<file path="src/rtl/periph_pkg.sv">
// Peripheral register block shared definitions
// Bus widths, page map, register offsets, queue depths and UART timing
package periph_pkg;

    // APB bus, peripheral region prefix decoded upstream
    localparam int ADDR_W = 16;
    localparam int DATA_W = 32;

    typedef logic [7:0]        byte_t;
    typedef logic [DATA_W-1:0] word_t;

    // Page numbers, paddr[15:12]
    localparam logic [3:0] PAGE_DISPLAY = 4'd1;
    localparam logic [3:0] PAGE_UART    = 4'd2;
    localparam logic [3:0] PAGE_USB     = 4'd4;
    localparam logic [3:0] PAGE_KBD     = 4'd5;
    localparam logic [3:0] PAGE_SD      = 4'd6;
    localparam logic [3:0] PAGE_FLASH   = 4'd7;

    // Register offsets within a page, paddr[11:0]
    // UART   0 data, 4 status/pop
    // USB    0 valid, 4 MSW, 8 LSW
    // KBD    0 status/pop, 4 code
    // SD/FL  0 pins
    localparam logic [11:0] OFS_0 = 12'd0;
    localparam logic [11:0] OFS_4 = 12'd4;
    localparam logic [11:0] OFS_8 = 12'd8;

    // Serial bit timing
    localparam int UART_CLKS_PER_BIT = 8;
    localparam int UART_CNT_W        = $clog2(UART_CLKS_PER_BIT);

    // Queue depths as log2 of entries
    localparam int UART_Q_AW = 4;
    localparam int KBD_Q_AW  = 3;

endpackage
</file>
<file path="src/rtl/periph_top.sv">
// Peripheral block top level
// APB register decode, UART with receive queue, keyboard queue and pin ports
`timescale 1ns/10ps

module periph_top (
    input  logic                          clk,
    input  logic                          reset_i,
    // APB slave
    input  logic                          psel_i,
    input  logic                          penable_i,
    input  logic                          pwrite_i,
    input  logic [periph_pkg::ADDR_W-1:0] paddr_i,
    input  periph_pkg::word_t             pwdata_i,
    output periph_pkg::word_t             prdata_o,
    output logic                          pready_o,
    output logic                          pslverr_o,
    // Serial port
    input  logic                          rx_i,
    output logic                          tx_o,
    // Keyboard and USB
    input  periph_pkg::byte_t             kbd_code_i,
    input  logic                          kbd_strobe_i,
    input  logic [63:0]                   usb_report_i,
    input  logic                          usb_report_valid_i,
    // Pins
    output periph_pkg::byte_t             display_o,
    output logic                          sd_csn_o,
    output logic                          sd_sclk_o,
    output logic                          sd_mosi_o,
    input  logic                          sd_miso_i,
    output logic                          flash_csn_o,
    output logic                          flash_sclk_o,
    output logic                          flash_mosi_o,
    input  logic                          flash_miso_i
);
    import periph_pkg::*;

    logic  disp_we;
    logic  sd_we;
    logic  flash_we;
    logic  uart_tx_we;
    logic  uart_pop;
    logic  kbd_pop;
    logic  uart_busy;
    logic  uart_ne;
    logic  kbd_ne;
    logic  uart_rx_valid;
    byte_t uart_rx_data;
    byte_t uart_code;
    byte_t kbd_code;

    apb_decoder u_decoder (
        .clk                (clk),
        .reset_i            (reset_i),
        .psel_i             (psel_i),
        .penable_i          (penable_i),
        .pwrite_i           (pwrite_i),
        .paddr_i            (paddr_i),
        .prdata_o           (prdata_o),
        .pready_o           (pready_o),
        .pslverr_o          (pslverr_o),
        .uart_busy_i        (uart_busy),
        .uart_ne_i          (uart_ne),
        .uart_code_i        (uart_code),
        .kbd_ne_i           (kbd_ne),
        .kbd_code_i         (kbd_code),
        .usb_report_i       (usb_report_i),
        .usb_report_valid_i (usb_report_valid_i),
        .sd_miso_i          (sd_miso_i),
        .flash_miso_i       (flash_miso_i),
        .disp_we_o          (disp_we),
        .sd_we_o            (sd_we),
        .flash_we_o         (flash_we),
        .uart_tx_we_o       (uart_tx_we),
        .uart_pop_o         (uart_pop),
        .kbd_pop_o          (kbd_pop)
    );

    uart_core u_uart (
        .clk        (clk),
        .reset_i    (reset_i),
        .rx_i       (rx_i),
        .tx_o       (tx_o),
        .tx_we_i    (uart_tx_we),
        .tx_data_i  (pwdata_i[7:0]),
        .busy_o     (uart_busy),
        .rx_valid_o (uart_rx_valid),
        .rx_data_o  (uart_rx_data)
    );

    // Received bytes wait here until software pops them
    code_queue #(.AW(UART_Q_AW)) u_uart_rxq (
        .clk         (clk),
        .reset_i     (reset_i),
        .push_i      (uart_rx_valid),
        .push_data_i (uart_rx_data),
        .pop_i       (uart_pop),
        .not_empty_o (uart_ne),
        .code_o      (uart_code)
    );

    code_queue #(.AW(KBD_Q_AW)) u_kbd_q (
        .clk         (clk),
        .reset_i     (reset_i),
        .push_i      (kbd_strobe_i),
        .push_data_i (kbd_code_i),
        .pop_i       (kbd_pop),
        .not_empty_o (kbd_ne),
        .code_o      (kbd_code)
    );

    io_pin_regs u_pins (
        .clk          (clk),
        .reset_i      (reset_i),
        .wdata_i      (pwdata_i[7:0]),
        .disp_we_i    (disp_we),
        .sd_we_i      (sd_we),
        .flash_we_i   (flash_we),
        .display_o    (display_o),
        .sd_csn_o     (sd_csn_o),
        .sd_sclk_o    (sd_sclk_o),
        .sd_mosi_o    (sd_mosi_o),
        .flash_csn_o  (flash_csn_o),
        .flash_sclk_o (flash_sclk_o),
        .flash_mosi_o (flash_mosi_o)
    );

endmodule

</file>
<file path="src/rtl/apb_decoder.sv">
// APB slave for the peripheral page map
// Zero wait states, write strobes, read mux and slave error on unmapped addresses
`timescale 1ns/10ps

module apb_decoder (
    input  logic                          clk,
    input  logic                          reset_i,
    input  logic                          psel_i,
    input  logic                          penable_i,
    input  logic                          pwrite_i,
    input  logic [periph_pkg::ADDR_W-1:0] paddr_i,
    output periph_pkg::word_t             prdata_o,
    output logic                          pready_o,
    output logic                          pslverr_o,
    input  logic                          uart_busy_i,
    input  logic                          uart_ne_i,
    input  periph_pkg::byte_t             uart_code_i,
    input  logic                          kbd_ne_i,
    input  periph_pkg::byte_t             kbd_code_i,
    input  logic [63:0]                   usb_report_i,
    input  logic                          usb_report_valid_i,
    input  logic                          sd_miso_i,
    input  logic                          flash_miso_i,
    output logic                          disp_we_o,
    output logic                          sd_we_o,
    output logic                          flash_we_o,
    output logic                          uart_tx_we_o,
    output logic                          uart_pop_o,
    output logic                          kbd_pop_o
);
    import periph_pkg::*;

    logic [3:0]  page;
    logic [11:0] ofs;
    logic        mapped;
    logic        wr_acc;
    logic        err_q;

    assign page = paddr_i[ADDR_W-1:ADDR_W-4];
    assign ofs  = paddr_i[11:0];

    // Register list per page
    always_comb begin
        case (page)
            PAGE_DISPLAY, PAGE_SD, PAGE_FLASH: mapped = (ofs == OFS_0);
            PAGE_UART, PAGE_KBD:               mapped = (ofs == OFS_0) || (ofs == OFS_4);
            PAGE_USB: mapped = (ofs == OFS_0) || (ofs == OFS_4) || (ofs == OFS_8);
            default:                           mapped = 1'b0;
        endcase
    end

    // Strobes only in the access cycle of a write
    assign wr_acc       = psel_i && penable_i && pwrite_i;
    assign disp_we_o    = wr_acc && (page == PAGE_DISPLAY) && (ofs == OFS_0);
    assign sd_we_o      = wr_acc && (page == PAGE_SD) && (ofs == OFS_0);
    assign flash_we_o   = wr_acc && (page == PAGE_FLASH) && (ofs == OFS_0);
    assign uart_tx_we_o = wr_acc && (page == PAGE_UART) && (ofs == OFS_0);
    assign uart_pop_o   = wr_acc && (page == PAGE_UART) && (ofs == OFS_4);
    assign kbd_pop_o    = wr_acc && (page == PAGE_KBD) && (ofs == OFS_0);

    // Address is stable from setup, so the error flag is taken there
    always_ff @(posedge clk) begin
        if (reset_i) begin
            err_q <= 1'b0;
        end else begin
            err_q <= psel_i && !penable_i && !mapped;
        end
    end

    assign pslverr_o = err_q && psel_i && penable_i;
    assign pready_o  = 1'b1;

    // Read mux, kept combinational so freshly popped codes are seen
    always_comb begin
        prdata_o = '0;
        if (psel_i && !pwrite_i) begin
            case (page)
                PAGE_UART: begin
                    if (ofs == OFS_0) begin
                        prdata_o = word_t'(uart_code_i);
                    end else if (ofs == OFS_4) begin
                        prdata_o = word_t'({uart_ne_i, uart_busy_i});
                    end
                end
                PAGE_USB: begin
                    if (ofs == OFS_0) begin
                        prdata_o = word_t'(usb_report_valid_i);
                    end else if (ofs == OFS_4) begin
                        prdata_o = usb_report_i[63:32];
                    end else if (ofs == OFS_8) begin
                        prdata_o = usb_report_i[31:0];
                    end
                end
                PAGE_KBD: begin
                    if (ofs == OFS_0) begin
                        prdata_o = word_t'(kbd_ne_i);
                    end else if (ofs == OFS_4) begin
                        prdata_o = word_t'(kbd_code_i);
                    end
                end
                PAGE_SD:    if (ofs == OFS_0) prdata_o = word_t'(sd_miso_i);
                PAGE_FLASH: if (ofs == OFS_0) prdata_o = word_t'(flash_miso_i);
                default:    prdata_o = '0;
            endcase
        end
    end

endmodule

</file>
<file path="src/rtl/io_pin_regs.sv">
// Display register and SD card / flash bit-banged SPI pins
`timescale 1ns/10ps

module io_pin_regs (
    input  logic              clk,
    input  logic              reset_i,
    input  periph_pkg::byte_t wdata_i,
    input  logic              disp_we_i,
    input  logic              sd_we_i,
    input  logic              flash_we_i,
    output periph_pkg::byte_t display_o,
    output logic              sd_csn_o,
    output logic              sd_sclk_o,
    output logic              sd_mosi_o,
    output logic              flash_csn_o,
    output logic              flash_sclk_o,
    output logic              flash_mosi_o
);
    import periph_pkg::*;

    // Write bits 0 mosi, 1 cs, 2 sclk, packed as {sclk, csn, mosi}
    function automatic logic [2:0] spi_pins(input byte_t w);
        return {w[2], ~w[1], w[0]};
    endfunction

    always_ff @(posedge clk) begin
        if (reset_i) begin
            display_o                                <= '0;
            {sd_sclk_o, sd_csn_o, sd_mosi_o}          <= 3'b010;
            {flash_sclk_o, flash_csn_o, flash_mosi_o} <= 3'b010;
        end else begin
            if (disp_we_i) begin
                display_o <= wdata_i;
            end
            if (sd_we_i) begin
                {sd_sclk_o, sd_csn_o, sd_mosi_o} <= spi_pins(wdata_i);
            end
            if (flash_we_i) begin
                {flash_sclk_o, flash_csn_o, flash_mosi_o} <= spi_pins(wdata_i);
            end
        end
    end

endmodule

</file>
<file path="src/rtl/uart_core.sv">
// 8-N-1 serial transmitter and receiver
// Fixed clocks-per-bit divider, receiver samples at mid-bit
`timescale 1ns/10ps

module uart_core (
    input  logic              clk,
    input  logic              reset_i,
    input  logic              rx_i,
    output logic              tx_o,
    input  logic              tx_we_i,
    input  periph_pkg::byte_t tx_data_i,
    output logic              busy_o,
    output logic              rx_valid_o,
    output periph_pkg::byte_t rx_data_o
);
    import periph_pkg::*;

    logic [UART_CNT_W-1:0] tx_baud;
    logic [3:0]            tx_bit;
    logic [8:0]            tx_shift;
    logic                  tx_tick;

    logic                  rx_s1;
    logic                  rx_s2;
    logic                  rx_busy;
    logic [UART_CNT_W-1:0] rx_baud;
    logic [3:0]            rx_bit;
    logic                  rx_tick;
    byte_t                 rx_shift;

    assign tx_tick = (tx_baud == UART_CNT_W'(UART_CLKS_PER_BIT - 1));
    assign rx_tick = (rx_baud == UART_CNT_W'(UART_CLKS_PER_BIT - 1));

    // Transmit, start bit driven straight from the write
    always_ff @(posedge clk) begin
        if (reset_i) begin
            tx_o    <= 1'b1;
            busy_o  <= 1'b0;
            tx_baud <= '0;
            tx_bit  <= '0;
        end else if (!busy_o) begin
            if (tx_we_i) begin
                tx_o    <= 1'b0;
                busy_o  <= 1'b1;
                tx_baud <= '0;
                tx_bit  <= '0;
            end
        end else if (tx_tick) begin
            tx_baud <= '0;
            if (tx_bit == 4'd9) begin
                // Stop bit has had its full time
                busy_o <= 1'b0;
            end else begin
                tx_o   <= tx_shift[0];
                tx_bit <= tx_bit + 4'd1;
            end
        end else begin
            tx_baud <= tx_baud + 1'b1;
        end
    end

    // Data then stop bit, ones shifted in behind
    always_ff @(posedge clk) begin
        if (!busy_o && tx_we_i) begin
            tx_shift <= {1'b1, tx_data_i};
        end else if (busy_o && tx_tick) begin
            tx_shift <= {1'b1, tx_shift[8:1]};
        end
    end

    // Receive control
    always_ff @(posedge clk) begin
        if (reset_i) begin
            rx_s1      <= 1'b1;
            rx_s2      <= 1'b1;
            rx_busy    <= 1'b0;
            rx_baud    <= '0;
            rx_bit     <= '0;
            rx_valid_o <= 1'b0;
        end else begin
            rx_s1      <= rx_i;
            rx_s2      <= rx_s1;
            rx_valid_o <= 1'b0;
            if (!rx_busy) begin
                if (!rx_s2) begin
                    // Half a bit ahead so ticks land mid-bit
                    rx_busy <= 1'b1;
                    rx_bit  <= '0;
                    rx_baud <= UART_CNT_W'(UART_CLKS_PER_BIT / 2);
                end
            end else if (rx_tick) begin
                rx_baud <= '0;
                rx_bit  <= rx_bit + 4'd1;
                if (rx_bit == 4'd0 && rx_s2) begin
                    rx_busy <= 1'b0;   // glitch, not a start bit
                end else if (rx_bit == 4'd9) begin
                    rx_busy    <= 1'b0;
                    rx_valid_o <= rx_s2;
                end
            end else begin
                rx_baud <= rx_baud + 1'b1;
            end
        end
    end

    // LSB first
    always_ff @(posedge clk) begin
        if (rx_busy && rx_tick && rx_bit != 4'd0 && rx_bit != 4'd9) begin
            rx_shift <= {rx_s2, rx_shift[7:1]};
        end
    end

    assign rx_data_o = rx_shift;

endmodule

</file>
<file path="src/rtl/code_queue.sv">
// Byte queue with a pop-on-request front end
// Holds the last popped code for software to read
`timescale 1ns/10ps

module code_queue #(
    parameter int AW = 3
) (
    input  logic              clk,
    input  logic              reset_i,
    input  logic              push_i,
    input  periph_pkg::byte_t push_data_i,
    input  logic              pop_i,
    output logic              not_empty_o,
    output periph_pkg::byte_t code_o
);
    import periph_pkg::*;

    logic  empty;
    logic  full;
    logic  pop_q;
    byte_t fifo_data;

    // Pushes to a full queue are lost
    sync_fifo #(.AW(AW)) u_fifo (
        .clk       (clk),
        .reset_i   (reset_i),
        .wr_i      (push_i && !full),
        .wr_data_i (push_data_i),
        .rd_i      (pop_q),
        .rd_data_o (fifo_data),
        .empty_o   (empty),
        .full_o    (full)
    );

    always_ff @(posedge clk) begin
        if (reset_i) begin
            pop_q <= 1'b0;
        end else begin
            pop_q <= pop_i && !empty;
        end
    end

    // Head of queue captured as the FIFO advances
    always_ff @(posedge clk) begin
        if (pop_q) begin
            code_o <= fifo_data;
        end
    end

    assign not_empty_o = !empty;

endmodule

</file>
<file path="src/rtl/sync_fifo.sv">
// Single-clock byte FIFO
// Depth of 2**AW entries, pointers carry an extra wrap bit
`timescale 1ns/10ps

module sync_fifo #(
    parameter int AW = 3
) (
    input  logic              clk,
    input  logic              reset_i,
    input  logic              wr_i,
    input  periph_pkg::byte_t wr_data_i,
    input  logic              rd_i,
    output periph_pkg::byte_t rd_data_o,
    output logic              empty_o,
    output logic              full_o
);
    import periph_pkg::*;

    byte_t       mem [2**AW];
    logic [AW:0] wr_ptr;
    logic [AW:0] rd_ptr;

    always_ff @(posedge clk) begin
        if (reset_i) begin
            wr_ptr <= '0;
            rd_ptr <= '0;
        end else begin
            if (wr_i) begin
                wr_ptr <= wr_ptr + 1'b1;
            end
            if (rd_i) begin
                rd_ptr <= rd_ptr + 1'b1;
            end
        end
    end

    always_ff @(posedge clk) begin
        if (wr_i) begin
            mem[wr_ptr[AW-1:0]] <= wr_data_i;
        end
    end

    assign rd_data_o = mem[rd_ptr[AW-1:0]];

    // Same index, wrap bits tell full from empty
    assign empty_o = (wr_ptr == rd_ptr);
    assign full_o  = (wr_ptr[AW] != rd_ptr[AW]) && (wr_ptr[AW-1:0] == rd_ptr[AW-1:0]);

endmodule

</file>
<file path="config.mk">
export PLATFORM = sky130hd
export DESIGN_NAME = periph_top
export DESIGN_NICKNAME = d
export VERILOG_FILES = /design/src/rtl/periph_pkg.sv /design/src/rtl/periph_top.sv /design/src/rtl/apb_decoder.sv /design/src/rtl/io_pin_regs.sv /design/src/rtl/uart_core.sv /design/src/rtl/code_queue.sv /design/src/rtl/sync_fifo.sv
export SDC_FILE = /design/constraint.sdc
export NUM_CORES = 1
export LEC_CHECK = 0
export BUFFER_PORTS_ARGS = -buffer_cell sky130_fd_sc_hd__buf_4
export CORE_MARGIN = 2
export CORE_UTILIZATION = 55
export CTS_CLUSTER_SIZE = 30
export DETAILED_ROUTE_END_ITERATION = 12
export PLACE_DENSITY = 0.77
export SYNTH_ARGS = -nofsm -noshare
export SYNTH_HDL_FRONTEND = slang
export SYNTH_HIERARCHICAL = 1
export SYNTH_SLANG_ARGS = --single-unit
</file>
<file path="constraint.sdc">
create_clock -name clk -period 2.9 [get_ports clk]
set_clock_uncertainty 0.05 [all_clocks]
set_input_delay 0.145 -clock clk [delete_from_list [all_inputs] [get_ports clk]]
set_output_delay 0.145 -clock clk [all_outputs]
set_load 0.01 [all_outputs]
</file>
==> tab_implementation.tex <==
\begin{tabular}{lr}
\hline
Metric & Value \\
\hline
\multicolumn{2}{l}{\textbf{Min path}} \\
Path type of the worst min-delay path & in -> reg \\
\multicolumn{2}{l}{\textbf{Timing}} \\
Setup repair after global routing missed its margin & yes \\
Transition time of the tightest slew-check pin & 801.7 ps \\
Setup-violating endpoint count in the final report & 0 \\
Worst setup margin & 73.10 ps \\
Final Max Tran Viols & 0 \\
Max\_slew headroom & between 40\% and 50\% \\
Final period util & 97.48\% \\
Count of endpoints failing hold in the final timing report & 0 \\
Maximum clock frequency & $\sim$350 MHz \\
Tmin final & 2827 ps \\
\multicolumn{2}{l}{\textbf{Worst setup path}} \\
Peak per-stage delay on the critical path & 530 ps \\
Kind of capture point of the worst setup path & output pin \\
Worst Setup Start Kind & flop \\
Cell family with the largest share of critical-path delay & simple AND/OR/NAND/NOR gates \\
Worst-path cell chain & xnor2\_2 -> nand3\_2 -> nor2b\_4 -> inv\_2 -> mux2i\_1 -> or4b\_1 -> or4\_1 -> a31oi\_1 -> buf\_4 \\
Req. time, crit path & 2710 ps \\
Endpoint arrival time on the critical path & 2630 ps \\
Buffers plus inverters on the worst setup path & 2 \\
Maximum fanout along the worst path & 5 \\
Classification of the worst setup path & reg -> out \\
Slowest CP cell & sky130\_fd\_sc\_hd\_\_or4b\_1 \\
\multicolumn{2}{l}{\textbf{Logic synthesis}} \\
Number of distinct library cells after synthesis & 68 \\
Net count after synthesis & a little over 900 \\
Ys flop type & sky130\_fd\_sc\_hd\_\_edfxtp\_1 \\
Mapped Cells & slightly below 800 \\
EDFF count, synth & 224 \\
Syn avg cell area & 15.65 um\^{}2 \\
Mapped Area & 0.01216 mm\^{}2 \\
Yosys Warn Count & 6 \\
Yosys reg bits & 286 \\
Post-synthesis sequential area ratio & about two thirds \\
Asr flop ratio synth & 0\% \\
\multicolumn{2}{l}{\textbf{Placed design}} \\
Routability cong. & between 0.9 and 1 \\
Area post-placement & between 0.01 and 0.015 mm\^{}2 \\
HPWL after DPL & around 18000 um \\
Worst-case setup slack after placement & around 190 ps \\
Port Buf Inserts & 153 \\
\multicolumn{2}{l}{\textbf{Die}} \\
Overall die width & 152.7 um \\
Full die area & 0.02331 mm\^{}2 \\
Core Area & 0.02176 mm\^{}2 \\
Num rows & 54 \\
Initial Utilization & 55.88\% \\
Number of placed I/O pins & $\sim$180 \\
Die Height & 152.7 um \\
\multicolumn{2}{l}{\textbf{Power}} \\
VDD IR max & 439.3 uV \\
Leak & 0.005147 uW \\
Cell Pwr Density & 550.6 mW/mm\^{}2 \\
\multicolumn{2}{l}{\textbf{Cells and area}} \\
Layout cell share with drive strength beyond 1 & about 30\% \\
Layout-stage area growth over the synthesis result & 21.21\% \\
Number of filler instances in the final layout & 1459 \\
Multi-input gate area in the final layout & 0.003910 mm\^{}2 \\
Number of nets in the layout & 1110 \\
Design area & 0.01474 mm\^{}2 \\
Reg area & 0.007988 mm\^{}2 \\
\multicolumn{2}{l}{\textbf{Clock network}} \\
Maximum clock insertion buffer count & 3 \\
Total number of H-tree levels & 1 \\
Clk pin slew, worst setup/hold paths & 60 ps \\
Number of sinks on the clock net & 286 \\
CTS tree & built \\
Number of buffers created by CTS & 28 \\
Source-to-sink clock delay at the later pin of the worst-skew pair & 540 ps \\
Clock root buffer master & sky130\_fd\_sc\_hd\_\_clkbuf\_16 \\
\multicolumn{2}{l}{\textbf{Detailed routing}} \\
Iteration-0 DRC Markers & a little under 600 \\
Initial DRT Pass Iterations & 7 \\
Number of antenna-violating nets in the routed design & 0 \\
Total wire length after detailed routing & 26820 um \\
Total number of vias & 7411 \\
Average via count per standard cell & 5.835 \\
Post-route DRC violation count & 0 \\
Wire length per cell & 21.12 um \\
\multicolumn{2}{l}{\textbf{Global routing}} \\
Initial antenna violation count & 5 \\
Wire length of the first global-routing pass & approximately 41000 um \\
All-Layer GR Usage & 22.60\% \\
Overflow left after global routing & 0 \\
Pin count of the biggest net entering global routing & between 50 and 60 \\
Number of global-route vias before repair & 7349 \\
\multicolumn{2}{l}{\textbf{Job}} \\
Max-capacitance violation count & 0 \\
\multicolumn{2}{l}{\textbf{Status}} \\
Status & completed \\
\hline
\end{tabular}
[through the flow]
step                      std cells  hold WS (ps)  util (%)  total power, uW  setup TNS, ps
final                          1270         30.46     67.74             8114              0
after global routing           1270         49.91     67.74             8368         -32.12
after CTS                      1261         20.91     67.31             8170              0
after detailed placement       1190         283.3     62.41             4780              0
after global placement         1190         279.6     62.41             4774              0
after floorplan                 777         165.7         -             4610              0
[layer usage]
layer	GRT usage, %	part of all wire, %	vias up
met5	0	0	-
li1	-	-	3412
met2	39.29	52	283
met3	3.953	6.4	57
met1	28.19	38	3659
met4	9.347	3.6	0
[cell type report]
type	instances	share of cell area [%]
inverters	13	0.3311
clock buffers	35	4.933
flip-flops and latches	286	54.20
well taps	280	2.377
diodes	5	0.08490
repair buffers	200	10.61
clock inverters	16	0.9255
multi-input cells	435	26.53
[registers in the layout, summed over array words and instances (netlist names), 3 cells and up, named ones only]
signal,cells
u_uart_rxq/u_fifo/mem,128
u_kbd_q/u_fifo/mem,64
u_kbd_q/code_o,8
u_pins/display_o,8
u_uart/rx_data_o,8
u_uart/tx_shift,8
u_uart_rxq/code_o,8
u_uart_rxq/u_fifo/rd_ptr,5
u_uart_rxq/u_fifo/wr_ptr,5
u_kbd_q/u_fifo/rd_ptr,4
u_kbd_q/u_fifo/wr_ptr,4
u_uart/rx_bit,4
u_uart/tx_bit,4
u_uart/rx_baud,3
u_uart/tx_baud,3
[cells in the final DEF (no fill, tap or decap), types with 8 or more instances in the layout]
cell,n
sky130_fd_sc_hd__ha_1,16
sky130_fd_sc_hd__mux4_1,29
sky130_fd_sc_hd__nand2_1,29
sky130_fd_sc_hd__dfxtp_1,54
sky130_fd_sc_hd__and2_1,16
sky130_fd_sc_hd__nor2b_1,8
sky130_fd_sc_hd__xor2_1,10
sky130_fd_sc_hd__clkbuf_16,28
sky130_fd_sc_hd__a21oi_1,12
sky130_fd_sc_hd__buf_4,179
sky130_fd_sc_hd__mux2_2,21
sky130_fd_sc_hd__mux4_2,19
sky130_fd_sc_hd__o21ai_0,8
sky130_fd_sc_hd__nor2_1,78
sky130_fd_sc_hd__nand4_1,9
sky130_fd_sc_hd__a22oi_1,46
sky130_fd_sc_hd__mux2i_1,20
sky130_fd_sc_hd__xnor2_1,9
sky130_fd_sc_hd__edfxtp_1,224
sky130_fd_sc_hd__nor3_1,9
sky130_fd_sc_hd__inv_1,12
sky130_fd_sc_hd__dlygate4sd3_1,20
[synthesized netlist by cell type, types with 4 or more instances]
cell type                     n  area share [%]
sky130_fd_sc_hd__mux2_2      21             1.9
sky130_fd_sc_hd__ha_1        16             1.6
sky130_fd_sc_hd__nand3_1      6            0.25
sky130_fd_sc_hd__nand4_1      9            0.46
sky130_fd_sc_hd__a22oi_1     46             2.8
sky130_fd_sc_hd__o2bb2ai_1    7            0.50
sky130_fd_sc_hd__or2_2        4            0.21
sky130_fd_sc_hd__buf_6        6            0.56
sky130_fd_sc_hd__mux2i_1     20             1.6
sky130_fd_sc_hd__xor2_1      10            0.72
sky130_fd_sc_hd__nand3b_1     4            0.25
sky130_fd_sc_hd__dfxtp_1     62              10
sky130_fd_sc_hd__buf_2       16            0.66
sky130_fd_sc_hd__mux4_1      29             6.3
sky130_fd_sc_hd__nor3b_1      4            0.25
sky130_fd_sc_hd__and2_1      16            0.82
sky130_fd_sc_hd__mux4_2      19             3.5
sky130_fd_sc_hd__edfxtp_1   224              55
sky130_fd_sc_hd__clkbuf_1    12            0.37
sky130_fd_sc_hd__o21ai_0      8            0.33
sky130_fd_sc_hd__inv_1       13            0.40
sky130_fd_sc_hd__or4_1        4            0.25
sky130_fd_sc_hd__nor3_1       9            0.37
sky130_fd_sc_hd__nand2_1     29            0.90
sky130_fd_sc_hd__a21oi_1     12            0.49
sky130_fd_sc_hd__nand2b_1     7            0.36
sky130_fd_sc_hd__nor2b_1      9            0.46
sky130_fd_sc_hd__nor2_1      78             2.4
sky130_fd_sc_hd__xnor2_1     12            0.86
sky130_fd_sc_hd__or3_1        5            0.26
[power by group]
group	switching [uW]	total [uW]	internal, uW	leakage [uW]
clock network	1430	3380	1950	0.000418
logic	137	310	173	0.00220
registers	13.6	4420	4410	0.00253
[cell families after synthesis]
family / Yosys count / synth area share [%]
xor gates and xnor gates: 22 / 1.585
DFF: 286 / 65.53
AOI/OAI and AO/OA: 91 / 5.454
and+or+nand+nor: 216 / 9.725
other: 1 / 0.03084
buffers and inverters: 56 / 2.645
muxes: 89 / 13.38
adders and majority gates: 16 / 1.647
[worst paths after layout]
check | from | to | slack, ps | depth (start not counted)
max | u_kbd_q/u_fifo/wr_ptr[1]$_SDFFE_PP0P_ | prdata_o[0] | 70 | 9
max reg2reg | u_uart_rxq/u_fifo/wr_ptr[2]$_SDFFE_PP0P_ | u_uart_rxq/u_fifo/mem[2][6]$_DFFE_PP_ | 490 | 6
min reg2reg | u_uart/rx_s1$_SDFF_PP1_ | u_uart/rx_s2$_SDFF_PP1_ | 360 | 1
min | reset_i | u_pins/display_o[6]$_SDFFE_PP0P_ | 30 | 2
[repair_timing]
| item | 4_1_cts | 5_1_grt |
|---|---|---|
| gates cloned | 0 | 0 |
| endpoints found under the hold margin | 88 | 0 |
| buffers inserted | 0 | 4 |
| pin swaps | 0 | 5 |
| hold buffers | 20 | 0 |
| endpoints found under the setup margin | 1 | 1 |
| gates resized for setup | 2 | 16 |
(Power assumes the default switching activity.)
